[config.mk]
export PLATFORM = sky130hd
export DESIGN_NAME = trap_unit
export DESIGN_NICKNAME = d
export VERILOG_FILES = /design/src/verilog/csr_types.sv /design/src/verilog/pipeline_types.sv /design/src/verilog/csr_file.sv /design/src/verilog/ctrl.sv /design/src/verilog/timer_unit.sv /design/src/verilog/trap_unit.sv
export VERILOG_INCLUDE_DIRS = /design/src /design/src/include
export SDC_FILE = /design/constraint.sdc
export NUM_CORES = 1
export LEC_CHECK = 0
export BUFFER_PORTS_ARGS = -buffer_cell sky130_fd_sc_hd__buf_4
export CORE_MARGIN = 3
export CORE_UTILIZATION = 40
export CTS_CLUSTER_DIAMETER = 200
export DETAILED_ROUTE_END_ITERATION = 6
export GPL_TIMING_DRIVEN = 0
export PLACE_DENSITY_LB_ADDON = 0.25
export REMOVE_ABC_BUFFERS = 1
export SYNTH_ARGS = -nofsm -noshare
export SYNTH_HDL_FRONTEND = slang
export SYNTH_HIERARCHICAL = 1
export SYNTH_SLANG_ARGS = --single-unit
[constraint.sdc]
create_clock -name clk -period 5.06 [get_ports clk]
set_input_delay 1.012 -clock clk [delete_from_list [all_inputs] [get_ports clk]]
set_output_delay 1.012 -clock clk [all_outputs]
set_load 0.01 [all_outputs]
[src/include/trap_defs.svh]
`ifndef TRAP_DEFS_SVH
`define TRAP_DEFS_SVH

// data and pc width.
`define TRAP_DATA_W     32

// stages covered by the pause mask with bit 0 at fetch.
`define TRAP_STAGES     8

// exception source slots carried by one instruction.
`define TRAP_EXC_SRC    6

// interrupt vector width shared by ECFG.LIE and ESTAT.IS.
`define TRAP_INT_W      12
`define TRAP_HWI_W      8

`define TRAP_CSR_ADDR_W 14
`define TRAP_CAUSE_W    5
`define TRAP_ECODE_W    6
`define TRAP_ESUB_W     9

`endif

[src/verilog/csr_types.sv]
`include "trap_defs.svh"

package csr_types;

    typedef enum logic [`TRAP_CSR_ADDR_W-1:0] {
        CSR_CRMD   = 14'h000,
        CSR_PRMD   = 14'h001,
        CSR_ECFG   = 14'h004,
        CSR_ESTAT  = 14'h005,
        CSR_ERA    = 14'h006,
        CSR_EENTRY = 14'h00c,
        CSR_TCFG   = 14'h041,
        CSR_TVAL   = 14'h042,
        CSR_TICLR  = 14'h044
    } csr_addr_e;

    typedef enum logic [`TRAP_CAUSE_W-1:0] {
        EXC_NOP = 5'd0,
        EXC_INT, EXC_PIL, EXC_PIS, EXC_PIF, EXC_PME, EXC_PPI,
        EXC_ADEF, EXC_ADEM, EXC_ALE, EXC_SYS, EXC_BRK, EXC_INE,
        EXC_IPE, EXC_FPD, EXC_FPE, EXC_TLBR
    } exc_cause_e;

    // current csr values with the write-back write already applied.
    typedef struct packed {
        logic [`TRAP_DATA_W-1:0] crmd;
        logic [`TRAP_DATA_W-1:0] era;
        logic [`TRAP_DATA_W-1:0] eentry;
        logic [`TRAP_INT_W-1:0]  ecfg_lie;
        logic [`TRAP_INT_W-1:0]  estat_is;
    } csr_view_t;

    // ertn set means a return, otherwise valid is a trap entry.
    typedef struct packed {
        logic                     valid;
        logic                     ertn;
        logic [`TRAP_DATA_W-1:0]  pc;
        logic [`TRAP_ECODE_W-1:0] ecode;
        logic [`TRAP_ESUB_W-1:0]  esubcode;
    } trap_commit_t;

endpackage

[src/verilog/pipeline_types.sv]
`include "trap_defs.svh"

package pipeline_types;

    // retiring instruction as seen in the memory stage.
    typedef struct packed {
        logic [`TRAP_DATA_W-1:0]                   pc;
        logic [`TRAP_EXC_SRC-1:0]                  is_exception;
        csr_types::exc_cause_e [`TRAP_EXC_SRC-1:0] exc_cause;
        logic                                      is_ertn;
        logic                                      is_privilege;
        logic                                      is_idle;
    } mem_ctrl_t;

    typedef struct packed {
        logic pause_if;
        logic pause_id;
        logic pause_dispatch;
        logic pause_ex;
        logic pause_mem;
    } pause_req_t;

    // csr write leaving the write-back stage.
    typedef struct packed {
        logic                    en;
        csr_types::csr_addr_e    addr;
        logic [`TRAP_DATA_W-1:0] data;
    } wb_csr_t;

    typedef struct packed {
        logic                    flush;
        logic [`TRAP_DATA_W-1:0] redirect_pc;
        logic                    is_interrupt;
        logic [`TRAP_STAGES-1:0] pause;
    } ctrl_out_t;

endpackage

[src/verilog/csr_file.sv]
`timescale 1ns/100ps
`include "trap_defs.svh"

module csr_file (
    input  logic                      clk,
    input  logic                      rst_i,
    input  pipeline_types::wb_csr_t   wb_i,
    input  csr_types::trap_commit_t   commit_i,
    input  logic [`TRAP_HWI_W-1:0]    hwi_i,
    input  logic                      timer_irq_i,
    input  logic [`TRAP_DATA_W-1:0]   tval_i,
    input  csr_types::csr_addr_e      raddr_i,
    output logic [`TRAP_DATA_W-1:0]   rdata_o,
    output csr_types::csr_view_t      view_o,
    output logic [`TRAP_DATA_W-1:0]   tcfg_o,
    output logic                      tcfg_wr_o
);
    import csr_types::*;
    import pipeline_types::*;

    // implemented interrupt bits with bit 10 reserved.
    localparam logic [`TRAP_DATA_W-1:0] IS_MASK = 32'h0000_1bff;

    logic [`TRAP_DATA_W-1:0] crmd, prmd, ecfg, estat, era, eentry, tcfg;
    logic [`TRAP_DATA_W-1:0] crmd_cur, prmd_cur, ecfg_cur, estat_cur;
    logic [`TRAP_DATA_W-1:0] era_cur, eentry_cur, tcfg_cur;
    logic                    ticlr_wr;

    function automatic logic [`TRAP_DATA_W-1:0] fwd(
        input wb_csr_t                 wb,
        input csr_addr_e               addr,
        input logic [`TRAP_DATA_W-1:0] cur
    );
        return (wb.en && wb.addr == addr) ? wb.data : cur;
    endfunction

    assign crmd_cur   = fwd(wb_i, CSR_CRMD, crmd);
    assign prmd_cur   = fwd(wb_i, CSR_PRMD, prmd);
    assign era_cur    = fwd(wb_i, CSR_ERA, era);
    assign eentry_cur = fwd(wb_i, CSR_EENTRY, eentry);
    assign tcfg_cur   = fwd(wb_i, CSR_TCFG, tcfg);
    assign ecfg_cur   = fwd(wb_i, CSR_ECFG, ecfg) & IS_MASK;
    assign estat_cur  = (fwd(wb_i, CSR_ESTAT, estat) & IS_MASK) | (estat & ~IS_MASK);

    assign view_o.crmd     = crmd_cur;
    assign view_o.era      = era_cur;
    assign view_o.eentry   = eentry_cur;
    assign view_o.ecfg_lie = {ecfg_cur[12:11], ecfg_cur[9:0]};
    assign view_o.estat_is = {estat_cur[12:11], estat_cur[9:0]};

    assign tcfg_o    = tcfg_cur;
    assign tcfg_wr_o = wb_i.en && wb_i.addr == CSR_TCFG;
    assign ticlr_wr  = wb_i.en && wb_i.addr == CSR_TICLR;

    always_comb begin
        case (raddr_i)
            CSR_CRMD:   rdata_o = crmd_cur;
            CSR_PRMD:   rdata_o = prmd_cur;
            CSR_ECFG:   rdata_o = ecfg_cur;
            CSR_ESTAT:  rdata_o = estat_cur;
            CSR_ERA:    rdata_o = era_cur;
            CSR_EENTRY: rdata_o = eentry_cur;
            CSR_TCFG:   rdata_o = tcfg_cur;
            CSR_TVAL:   rdata_o = tval_i;
            default:    rdata_o = '0;
        endcase
    end

    always_ff @(posedge clk) begin
        if (rst_i) begin
            crmd   <= 32'h0000_0008;
            prmd   <= '0;
            ecfg   <= '0;
            estat  <= '0;
            era    <= '0;
            eentry <= '0;
            tcfg   <= '0;
        end else begin
            if (wb_i.en) begin
                case (wb_i.addr)
                    CSR_CRMD:   crmd   <= wb_i.data;
                    CSR_PRMD:   prmd   <= wb_i.data;
                    CSR_ECFG:   ecfg   <= wb_i.data & IS_MASK;
                    CSR_ESTAT:  estat  <= estat_cur;
                    CSR_ERA:    era    <= wb_i.data;
                    CSR_EENTRY: eentry <= wb_i.data;
                    CSR_TCFG:   tcfg   <= wb_i.data;
                    default: ;
                endcase
            end
            estat[9:2] <= hwi_i;
            if (ticlr_wr) begin
                estat[11] <= 1'b0;
            end
            if (timer_irq_i) begin
                estat[11] <= 1'b1;
            end
            // the commit comes last so it overrides a same-cycle write.
            if (commit_i.valid) begin
                if (commit_i.ertn) begin
                    crmd[2:0] <= prmd_cur[2:0];
                end else begin
                    prmd[2:0]    <= crmd_cur[2:0];
                    crmd[2:0]    <= 3'b000;
                    era          <= commit_i.pc;
                    estat[21:16] <= commit_i.ecode;
                    estat[30:22] <= commit_i.esubcode;
                end
            end
        end
    end

    assert property (@(posedge clk) disable iff (rst_i)
        commit_i.valid && commit_i.ertn |-> commit_i.ecode == '0)
        else $error("csr_file: ertn commit carries an exception code");

endmodule

[src/verilog/ctrl.sv]
`timescale 1ns/100ps
`include "trap_defs.svh"

module ctrl (
    input  pipeline_types::mem_ctrl_t  mem_i,
    input  pipeline_types::pause_req_t pause_req_i,
    input  logic                       continue_idle_i,
    input  csr_types::csr_view_t       view_i,
    output pipeline_types::ctrl_out_t  ctrl_o,
    output csr_types::trap_commit_t    commit_o
);
    import csr_types::*;

    logic                     exc_any;
    logic                     ertn_take;
    logic [`TRAP_INT_W-1:0]   int_vec;
    logic                     int_pending;
    logic                     pause_idle;
    exc_cause_e               cause;
    logic [`TRAP_ECODE_W-1:0] ecode;
    logic [`TRAP_ESUB_W-1:0]  esubcode;

    assign exc_any = |mem_i.is_exception;
    // an exception on the same instruction wins over the return.
    assign ertn_take = mem_i.is_ertn && !exc_any;

    assign int_vec     = view_i.crmd[2] ? (view_i.ecfg_lie & view_i.estat_is) : '0;
    assign int_pending = |int_vec;

    // higher slots overwrite lower ones, so slot 5 has the last word.
    always_comb begin
        cause = EXC_NOP;
        for (int i = 0; i < `TRAP_EXC_SRC; i++) begin
            if (mem_i.is_exception[i]) begin
                // privileged ops in slot 2 outside plv 0 trap as ipe.
                if (i == 2 && mem_i.is_privilege && view_i.crmd[1:0] != 2'b00) begin
                    cause = EXC_IPE;
                end else begin
                    cause = mem_i.exc_cause[i];
                end
            end
        end
    end

    always_comb begin
        ecode    = 6'h00;
        esubcode = '0;
        case (cause)
            EXC_PIL:  ecode = 6'h01;
            EXC_PIS:  ecode = 6'h02;
            EXC_PIF:  ecode = 6'h03;
            EXC_PME:  ecode = 6'h04;
            EXC_PPI:  ecode = 6'h07;
            EXC_ADEF: ecode = 6'h08;
            EXC_ADEM: begin
                ecode    = 6'h08;
                esubcode = 9'h001;
            end
            EXC_ALE:  ecode = 6'h09;
            EXC_SYS:  ecode = 6'h0b;
            EXC_BRK:  ecode = 6'h0c;
            EXC_INE:  ecode = 6'h0d;
            EXC_IPE:  ecode = 6'h0e;
            EXC_FPD:  ecode = 6'h0f;
            EXC_FPE:  ecode = 6'h12;
            EXC_TLBR: ecode = 6'h3f;
            default:  ecode = 6'h00;
        endcase
    end

    assign ctrl_o.flush        = exc_any || mem_i.is_ertn;
    assign ctrl_o.redirect_pc  = ertn_take ? view_i.era : view_i.eentry;
    assign ctrl_o.is_interrupt = int_pending;

    assign commit_o.valid    = ctrl_o.flush;
    assign commit_o.ertn     = ertn_take;
    assign commit_o.pc       = mem_i.pc;
    assign commit_o.ecode    = ecode;
    assign commit_o.esubcode = esubcode;

    assign pause_idle = mem_i.is_idle && !int_pending && !continue_idle_i;

    // bit 0 is pc fetch, bit 6 is mem, write-back is never held.
    always_comb begin
        if (pause_req_i.pause_mem || pause_idle) begin
            ctrl_o.pause = 8'h7f;
        end else if (pause_req_i.pause_ex) begin
            ctrl_o.pause = 8'h3f;
        end else if (pause_req_i.pause_dispatch) begin
            ctrl_o.pause = 8'h1f;
        end else if (pause_req_i.pause_id) begin
            ctrl_o.pause = 8'h0f;
        end else if (pause_req_i.pause_if) begin
            ctrl_o.pause = 8'h01;
        end else begin
            ctrl_o.pause = 8'h00;
        end
    end

    always_comb begin
        if (ctrl_o.flush && !ertn_take) begin
            assert (cause != EXC_NOP)
                else $error("ctrl: flush raised by a slot with no cause");
        end
    end

endmodule

[src/verilog/timer_unit.sv]
`timescale 1ns/100ps
`include "trap_defs.svh"

module timer_unit (
    input  logic                    clk,
    input  logic                    rst_i,
    input  logic [`TRAP_DATA_W-1:0] tcfg_i,
    input  logic                    tcfg_wr_i,
    output logic [`TRAP_DATA_W-1:0] tval_o,
    output logic                    irq_o
);

    logic                    active;
    logic [`TRAP_DATA_W-1:0] init_val;

    // tcfg holds the init value in 31:2 already scaled by four.
    assign init_val = {tcfg_i[`TRAP_DATA_W-1:2], 2'b00};
    assign irq_o    = active && (tval_o == '0);

    always_ff @(posedge clk) begin
        if (rst_i) begin
            active <= 1'b0;
            tval_o <= '0;
        end else if (tcfg_wr_i) begin
            active <= tcfg_i[0];
            if (tcfg_i[0]) begin
                tval_o <= init_val;
            end
        end else if (active) begin
            if (tval_o != '0) begin
                tval_o <= tval_o - `TRAP_DATA_W'(1);
            end else if (tcfg_i[1]) begin
                tval_o <= init_val;
            end else begin
                // one-shot expiry parks the counter at all ones.
                active <= 1'b0;
                tval_o <= '1;
            end
        end
    end

endmodule

[src/verilog/trap_unit.sv]
`timescale 1ns/100ps
`include "trap_defs.svh"

module trap_unit (
    input  logic                       clk,
    input  logic                       rst_i,
    input  pipeline_types::mem_ctrl_t  mem_i,
    input  pipeline_types::pause_req_t pause_req_i,
    input  logic                       continue_idle_i,
    input  pipeline_types::wb_csr_t    wb_i,
    input  logic [`TRAP_HWI_W-1:0]     hwi_i,
    input  csr_types::csr_addr_e       csr_raddr_i,
    output logic [`TRAP_DATA_W-1:0]    csr_rdata_o,
    output pipeline_types::ctrl_out_t  ctrl_o
);
    import csr_types::*;

    csr_view_t               view;
    trap_commit_t            commit;
    logic [`TRAP_DATA_W-1:0] tcfg;
    logic                    tcfg_wr;
    logic [`TRAP_DATA_W-1:0] tval;
    logic                    timer_irq;

    ctrl ctrl0 (
        .mem_i           (mem_i),
        .pause_req_i     (pause_req_i),
        .continue_idle_i (continue_idle_i),
        .view_i          (view),
        .ctrl_o          (ctrl_o),
        .commit_o        (commit)
    );

    csr_file csr0 (
        .clk         (clk),
        .rst_i       (rst_i),
        .wb_i        (wb_i),
        .commit_i    (commit),
        .hwi_i       (hwi_i),
        .timer_irq_i (timer_irq),
        .tval_i      (tval),
        .raddr_i     (csr_raddr_i),
        .rdata_o     (csr_rdata_o),
        .view_o      (view),
        .tcfg_o      (tcfg),
        .tcfg_wr_o   (tcfg_wr)
    );

    timer_unit timer0 (
        .clk       (clk),
        .rst_i     (rst_i),
        .tcfg_i    (tcfg),
        .tcfg_wr_i (tcfg_wr),
        .tval_o    (tval),
        .irq_o     (timer_irq)
    );

endmodule
==> results of run 1 <==
placed cells by master (no fill, tap or decap), drive strengths merged, types with 12 or more instances in the layout:
cell type  count
buf          275
dfxtp        232
nor2         224
nand2        206
mux2i        175
inv          127
o21ai         47
o22ai         40
o221ai        40
clkbuf        40
a211oi        38
nor4          32
a21oi         29
a22oi         28
nand3         27
nor3          22
or4           20
nor2b         19
o2111ai       12
mux2          12
power by group:
group          switching (uW)  total, uW  internal (uW)  leakage, uW
Clock                     738       1840           1110     0.000410
Sequential               8.80       1860           1850      0.00188
Combinational             159        300            141      0.00526
Total                     906       4010           3100      0.00755
layer usage:
layer,vias up,part of all wire (%),track usage (%)
met5,-,0,0
met2,410,45,35.2
met3,60,7.2,4.25
li1,5949,-,-
met1,5751,47,31.0
met4,0,1.7,5.06
repair_timing:
action / in CTS / in global routing
setup buffers: 10 / 10
pin swaps: 6 / 14
endpoints found under the setup margin: 35 / 24
resized for setup: 12 / 33
area by class of cell:
class	instances	area, um^2	share of cell area [%]
clock buffers	40	785	4.86
clock inverters	4	45.0	0.279
inverters	127	477	2.95
multi-input cells	1114	7310	45.3
flip-flops and latches	232	4640	28.8
well taps	435	544	3.37
repair buffers	275	2340	14.5
state kept, by name (all words and copies together) (netlist names):
signal and flops:
csr0/estat 27, csr0/era 32, csr0/ecfg 12, csr0/eentry 32, csr0/crmd 32, csr0/prmd 32
csr0/tcfg 32, timer0/tval_o 32, timer0/active 1
stage by stage:
step	std cells	worst slack [ns]	hold slack (ns)	setup TNS, ns
6_report	2227	0.0582	0.454	0
5_1_grt	2227	-0.0545	0.474	-0.129
4_1_cts	2217	0.0153	0.457	0
3_5_place_dp	2163	-0.824	0.448	-18.30
3_3_place_gp	2128	-4.06	0.441	-591.99
2_1_floorplan	1473	-1.76	0.430	-94.26
final timing paths:
| path | cells past startpoint | to | slack [ns] | from |
|---|---|---|---|---|
| max | 14 | ctrl_o[2] | 0.06 | wb_i[37] |
| min | 2 | csr0/estat[30]$_SDFFE_PP0P_ | 0.45 | csr0/estat[30]$_SDFFE_PP0P_ |
| max reg2reg | 6 | timer0/tval_o[30]$_SDFFE_PP0P_ | 2.18 | timer0/tval_o[15]$_SDFFE_PP0P_ |
| min reg2reg | 2 | csr0/estat[30]$_SDFFE_PP0P_ | 0.45 | csr0/estat[30]$_SDFFE_PP0P_ |
tightest hold or removal path: cells and delay by family (launching register included):
kind	cells	cell delay, ns
flops	1	0.31
compound gates	1	0.05
simple gates	1	0.05
==> metrics, run 1 <==
outcome finished, final reports clean; Total Power 4010 uW; initial antenna violation count 0; Slew Limit Fails 0; Lkg Pwr 0.00755 uW; drt pass-1 iters 5; die width 187 um; Max-Cap Viols 0; largest net degree at the start of global routing 120; final wirelength 40700 um; Syn Area/Cell 8.02 um^2; arrival time worst endpoint 3.99 ns; total number of vias 12170; Total GRT Usage 22.1%; gpl congestion 0.829; Inserted Clock Buffers 26; Layout Skew 0.00885 ns; Slew headroom 29.7%; Synth warnings 6; P per Cell Area 248 mW/mm^2; H-tree lvl count 1; Cell Area, Placed 0.0149 mm^2; delay-heaviest family, CP simple AND/OR/NAND/NOR gates; Period Utilization, post-route 98.9%; drt drc 0; FILL cells 3077; global-route wire length before repair 63800 um; hpwl dp 28700 um; antenna fix cells 0; CTS Sinks 232; synthesized instance count 1627; # port buffers 220; nets 1926; Detail Route Antenna Nets 0; Worst Tran Pin Value 1.05 ns; Buf/Inv on CP 5; Max clock buf depth 3; CP cell instances buf_6 -> or4_4 -> buf_6 -> nor4_4 -> buf_4 -> buf_8 -> mux2_4 -> a22oi_2 -> nand2_2 -> o31ai_4 -> a31oi_2 -> nor3b_4 -> nand2b_1 -> buf_4; unrepaired setup endpoints after global routing true; row count 65; vias in the first global route 11545; CTS tree done; Root Buffer clkbuf_16; CP max-delay cell or4_4; Hold Crit Class reg -> reg; fmax 0.200 GHz; Area growth syn-to-layout 23.7%; crit path kind in -> out; final core occ 50.6%; via density per instance 5.46; Final min period 5.00 ns; Starting Density 40.9%; hold_buf cts 0; die extent in y 187 um; worst-path maximum fanout 4; Worst-Skew Late Latency 0.53 ns; peak supply drop 0.000203 V; die area 0.0348 mm^2; First DRT Iteration DRCs 955; IO Pins 222; final hold violation count 0; crit end category output pin; WL per Instance 18.3 um; crit start category input pin; max incr delay on CP 0.60 ns; Final Cell Area 0.0161 mm^2; share of cells above drive strength 1 22.0%; CP required 4.05 ns; Post-Syn Area 0.0131 mm^2; core area 0.0319 mm^2; total grt overflow 0; final setup fails 0; CTS clk-pin slew, worst paths 0.06 ns
(Power assumes the default switching activity.)
==> run 2: changes to the inputs <==
- CORE_UTILIZATION: 40 -> 52
==> metrics, run 2 (synthesized netlist as in run 1, its figures left out) <==
row count 57 (-12%); Slew headroom 24.1% (-5.6 points); total grt overflow 0 (unchanged); H-tree lvl count 1 (unchanged); gpl congestion 0.889 (+7.2%); crit end category output pin; # port buffers 220 (unchanged); final hold violation count 0 (unchanged); WL per Instance 18.7 um (+2.3%); antenna fix cells 0 (unchanged); die width 164 um (-12%); most common cell after layout, fill and taps aside buf_4; most frequent cells in the layout buf_4 (240), dfxtp_1 (232), nor2_1 (223), nand2_1 (203), mux2i_1 (157); crit path kind in -> out; Starting Density 53.4% (+12 points); die area 0.0270 mm^2 (-22%); drt drc 0 (unchanged); Area growth syn-to-layout 21.9%; final core occ 65.0% (+14 points); Final min period 4.98 ns (-0.0240 ns); Period Utilization, post-route 98.4% (-0.47 points); Hold Crit Class reg -> reg; final setup fails 0 (unchanged); CTS tree done; Slew Limit Fails 0 (unchanged); peak supply drop 0.000142 V (-30%); core area 0.0245 mm^2 (-23%); crit start category input pin; CTS Sinks 232 (unchanged); Lkg Pwr 0.00746 uW (-1.3%); Worst Tran Pin Value 1.13 ns (+0.0831 ns); final wirelength 39300 um (-3.3%); vias in the first global route 11650 (+0.91%); via density per instance 5.93 (+8.5%); Max-Cap Viols 0 (unchanged); CTS clk-pin slew, worst paths 0.06 ns (about the same); IO Pins 222 (unchanged); total number of vias 12470 (+2.5%); initial antenna violation count 0 (unchanged); die extent in y 164 um (-12%); largest net degree at the start of global routing 113 (-5.8%); Max clock buf depth 3 (unchanged); Detail Route Antenna Nets 0 (unchanged); Inserted Clock Buffers 24 (-7.7%); arrival time worst endpoint 3.97 ns (-0.02 ns); fmax 0.201 GHz (+0.48%); First DRT Iteration DRCs 1212 (+27%); P per Cell Area 246 mW/mm^2 (-0.80%); worst-path maximum fanout 33 (+29); Worst-Skew Late Latency 0.52 ns (about the same); outcome finished, final reports clean; Root Buffer clkbuf_16; Total Power 3920 uW (-2.2%); Total GRT Usage 27.1% (+5.1 points); hpwl dp 26500 um (-7.9%); share of cells above drive strength 1 21.7% (-0.30 points); nets 1915 (-0.57%); drt pass-1 iters 5 (unchanged); Layout Skew 0.00697 ns (-0.00188 ns); global-route wire length before repair 60600 um (-5.1%); CP required 4.05 ns (about the same)
run 2: report_power, final:
| part | switching, uW | leakage (uW) | total [uW] | internal (uW) |
|---|---|---|---|---|
| Combinational | 160 | 0.00519 | 298 | 138 |
| Clock | 720 | 0.000384 | 1760 | 1040 |
| Sequential | 9.04 | 0.00188 | 1860 | 1850 |
| Total | 889 | 0.00746 | 3920 | 3030 |
run 2: path summary, 6_finish.rpt:
kind              slack (ns)                              to  cells past startpoint                      startpoint
setup / recovery        0.08                  csr_rdata_o[7]                      7                        wb_i[32]
hold / removal          0.45     csr0/estat[30]$_SDFFE_PP0P_                      2     csr0/estat[30]$_SDFFE_PP0P_
setup reg to reg        2.08  timer0/tval_o[31]$_SDFFE_PP0P_                      6  timer0/tval_o[15]$_SDFFE_PP0P_
hold reg to reg         0.45     csr0/estat[30]$_SDFFE_PP0P_                      2     csr0/estat[30]$_SDFFE_PP0P_
run 2: repair_timing:
| item | 4_1_cts | 5_1_grt |
|---|---|---|
| setup endpoints to repair | 16 | 34 |
| setup buffers | 4 | 12 |
| pin swaps | 3 | 11 |
| hold buffers | 0 | 0 |
| resized for setup | 5 | 42 |
run 2: cell type report:
type                       instances  area (um^2)
fill                            2054         8550
multi-input combinational       1114         7370
sequential                       232         4640
timing repair buffer             266         2240
clock buffer                      37          731
inverter                         127          477
tap                              324          405
clock inverter                     4         45.0
run 2: metal layers:
metal / GRT usage, % / share of wire [%] / vias to the layer above
li1: - / - / 5935
met1: 37.2 / 43 / 5945
met2: 45.2 / 47 / 507
met3: 4.01 / 7.8 / 83
met4: 6.63 / 2.2 / 0
met5: 0 / 0 / -
run 2: worst max-delay path, cell delays in order:
cell	delay (ns)
buf_4	0.14
or4b_2	0.70
or4_4	0.91
mux2i_1	0.39
o21ai_0	0.11
or4_1	0.51
buf_4	0.16
run 2: metrics by stage:
stage | setup WS, ns | TNS (ns) | instances | hold slack (ns) | cell area, um^2
after floorplan | -1.76 | -94.26 | 1473 | 0.430 | 12200
after global placement | -3.71 | -536.16 | 2017 | 0.441 | 14200
after detailed placement | -0.610 | -11.71 | 2047 | 0.446 | 14700
after CTS | 0.00125 | 0 | 2092 | 0.454 | 15600
after global routing | -0.0765 | -0.341 | 2104 | 0.467 | 15900
final | 0.0822 | 0 | 2104 | 0.453 | 15900
==> run 3: changes to the inputs <==
- ABC_CLOCK_PERIOD_IN_PS: not set -> 5060
- CORE_ASPECT_RATIO: not set -> 1.25
==> metrics, run 3 (synthesized netlist as in run 1, its figures left out) <==
Detail Route Antenna Nets 0 (unchanged); share of cells above drive strength 1 22.6% (+0.92 points); Worst Tran Pin Value 1.18 ns (+0.0536 ns); First DRT Iteration DRCs 1082 (-11%); IO Pins 222 (unchanged); total grt overflow 0 (unchanged); clock share of power 46.6% (+1.7 points); die width 148 um (-10%); Hold Crit Class reg -> reg; arrival time worst endpoint 4.05 ns (+0.08 ns); met1 GRT Util 32.8% (-4.4 points); FILL cells 2055 (+0.049%); Starting Density 53.1% (-0.26 points); H-tree lvl count 1 (unchanged); Final min period 5.06 ns (+0.0797 ns); worst-path maximum fanout 6 (-82%); WL per Instance 19.1 um (+2.4%); crit path capture ctrl_o[2]; peak supply drop 0.000202 V (+43%); outcome finished, final reports clean; die area 0.0271 mm^2 (about the same); register-to-register setup slack 2.28 ns (+0.20 ns); internal cell power 3120 uW (+3.1%); CP required 4.05 ns (about the same); Total GRT Usage 27.6% (+0.47 points); P per Cell Area 252 mW/mm^2 (+2.2%); fmax 0.198 GHz (-1.6%); die extent in y 183 um (+11%); hold_buf cts 0 (unchanged); crit start category input pin; Slew Limit Fails 0 (unchanged); crit path kind in -> out; CTS Sinks 232 (unchanged); antenna fix cells 0 (unchanged); final wirelength 40700 um (+3.5%); reg2reg end timer0/tval_o[19]$_SDFFE_PP0P_; final core occ 65.5% (+0.48 points); Sequential Power Share 45.9% (-1.6 points); nets 1929 (+0.73%); gpl congestion 0.883 (-0.64%); Root Buffer clkbuf_16; Period Utilization, post-route 100% (+1.6 points); CP Launch Point wb_i[35]; total number of vias 12469 (-0.0080%); Area growth syn-to-layout 23.4%; Inserted Clock Buffers 25 (+4.2%); FF-to-FF Start timer0/tval_o[15]$_SDFFE_PP0P_; final setup fails 0 (unchanged); met2 Track Usage GR 50.8% (+5.5 points); hpwl dp 26800 um (+1.4%); Final Cell Area 0.0161 mm^2 (+1.2%); largest net degree at the start of global routing 115 (+1.8%); CTS clk-pin slew, worst paths 0.06 ns (about the same); unrepaired setup endpoints after global routing true; Slew headroom 20.5% (-3.6 points); # port buffers 220 (unchanged); vias in the first global route 11791 (+1.2%); Worst-Skew Late Latency 0.53 ns (about the same); Lkg Pwr 0.00757 uW (+1.5%); via density per instance 5.87 (-1.0%); NetSw 932 uW (+4.8%); Max clock buf depth 3 (unchanged); GRT busiest layer met2; row count 64 (+12%); Worst Reg-to-Reg Cells 6 (unchanged); switching fraction of total power 23.0% (+0.29 points); global-route wire length before repair 61400 um (+1.4%); Logic pwr share 7.5% (about the same); crit end category output pin; Cell Area, Placed 0.0148 mm^2 (about the same); final hold violation count 0 (unchanged); initial antenna violation count 1 (+1); most frequent cells in the layout buf_4 (249), dfxtp_1 (232), nor2_1 (223), nand2_1 (203), mux2i_1 (157); core area 0.0246 mm^2 (+0.50%); drt drc 0 (unchanged); most common cell after layout, fill and taps aside buf_4; Layout Skew 0.0135 ns (+0.00649 ns); drt pass-1 iters 5 (unchanged); met3 usage 3.19% (-0.82 points); Max-Cap Viols 0 (unchanged); CTS tree done
## run 3: changes by cell type in the layout (fill, tap and decap cells not counted), moves of 2 or more
cell and change:
clkinv_2 +3, buf_4 +9, clkbuf_8 -5, bufinv_16 +3
buf_16 -2, buf_8 +3
## run 3: how the worst min path moves through the flow
stage	startpoint	end	slack, ns	cells after the start
2_1_floorplan	csr0/estat[16]$_SDFFE_PP0P_	csr0/estat[16]$_SDFFE_PP0P_	0.43	2
3_3_place_gp	csr0/estat[17]$_SDFFE_PP0P_	csr0/estat[17]$_SDFFE_PP0P_	0.44	2
3_5_place_dp	csr0/estat[21]$_SDFFE_PP0P_	csr0/estat[21]$_SDFFE_PP0P_	0.45	2
4_1_cts	csr0/estat[17]$_SDFFE_PP0P_	csr0/estat[17]$_SDFFE_PP0P_	0.45	2
5_1_grt	csr0/estat[17]$_SDFFE_PP0P_	csr0/estat[17]$_SDFFE_PP0P_	0.47	2
6_report	csr0/estat[19]$_SDFFE_PP0P_	csr0/estat[19]$_SDFFE_PP0P_	0.45	2
## run 3: metrics by stage
stage / TNS (ns) / setup WS, ns / hold WS [ns] / total power, uW / std cells
after floorplan: -94.26 / -1.76 / 0.430 / 2000 / 1473
after global placement: -577.94 / -3.92 / 0.441 / 2170 / 2023
after detailed placement: -29.82 / -0.700 / 0.446 / 2190 / 2055
after CTS: -0.179 / -0.0602 / 0.454 / 4050 / 2104
after global routing: -0.467 / -0.143 / 0.468 / 4170 / 2126
final: 0 / 0.00249 / 0.454 / 4050 / 2126
## run 3: power by group through the flow
stage	clock [uW]	combinational [uW]	sequential, uW
floorplan	0	105	1900
global placement	0	270	1900
detailed placement	0	283	1900
CTS	1900	287	1860
global route	1980	330	1860
finish	1890	304	1860
## run 3: routing by layer
layer  part of all wire, %  wire length, um  vias up
li1                      -                -     5976
met4                   3.8             1530        2
met1                    39            15800     5938
met2                    51            20800      454
met5                 0.037               15        -
met3                   6.1             2480       99
## run 3: area by class of cell
type	instances	area, um^2	area share (%)
flip-flops and latches	232	4640	28.8
well taps	330	413	2.56
inverters	127	479	2.97
multi-input cells	1115	7420	46.1
repair buffers	278	2320	14.4
clock inverters	12	166	1.03
clock buffers	32	662	4.11
## run 3: worst max-delay path: stages
cell and delay, ns:
buf_6 0.09, or4_4 0.62, nor4_4 0.42, buf_6 0.19
buf_12 0.15, mux2i_4 0.25, inv_1 0.08, a22oi_2 0.20
nand2_2 0.09, o31ai_4 0.33, a31oi_4 0.13, nor3b_4 0.18
nand2b_1 0.13, buf_4 0.15
## run 3: what timing repair did
action | 4_1_cts | 5_1_grt
gates cloned | 0 | 1
buffers inserted | 5 | 21
pin swaps | 3 | 15
gates resized for setup | 15 | 43
setup endpoints to repair | 69 | 52
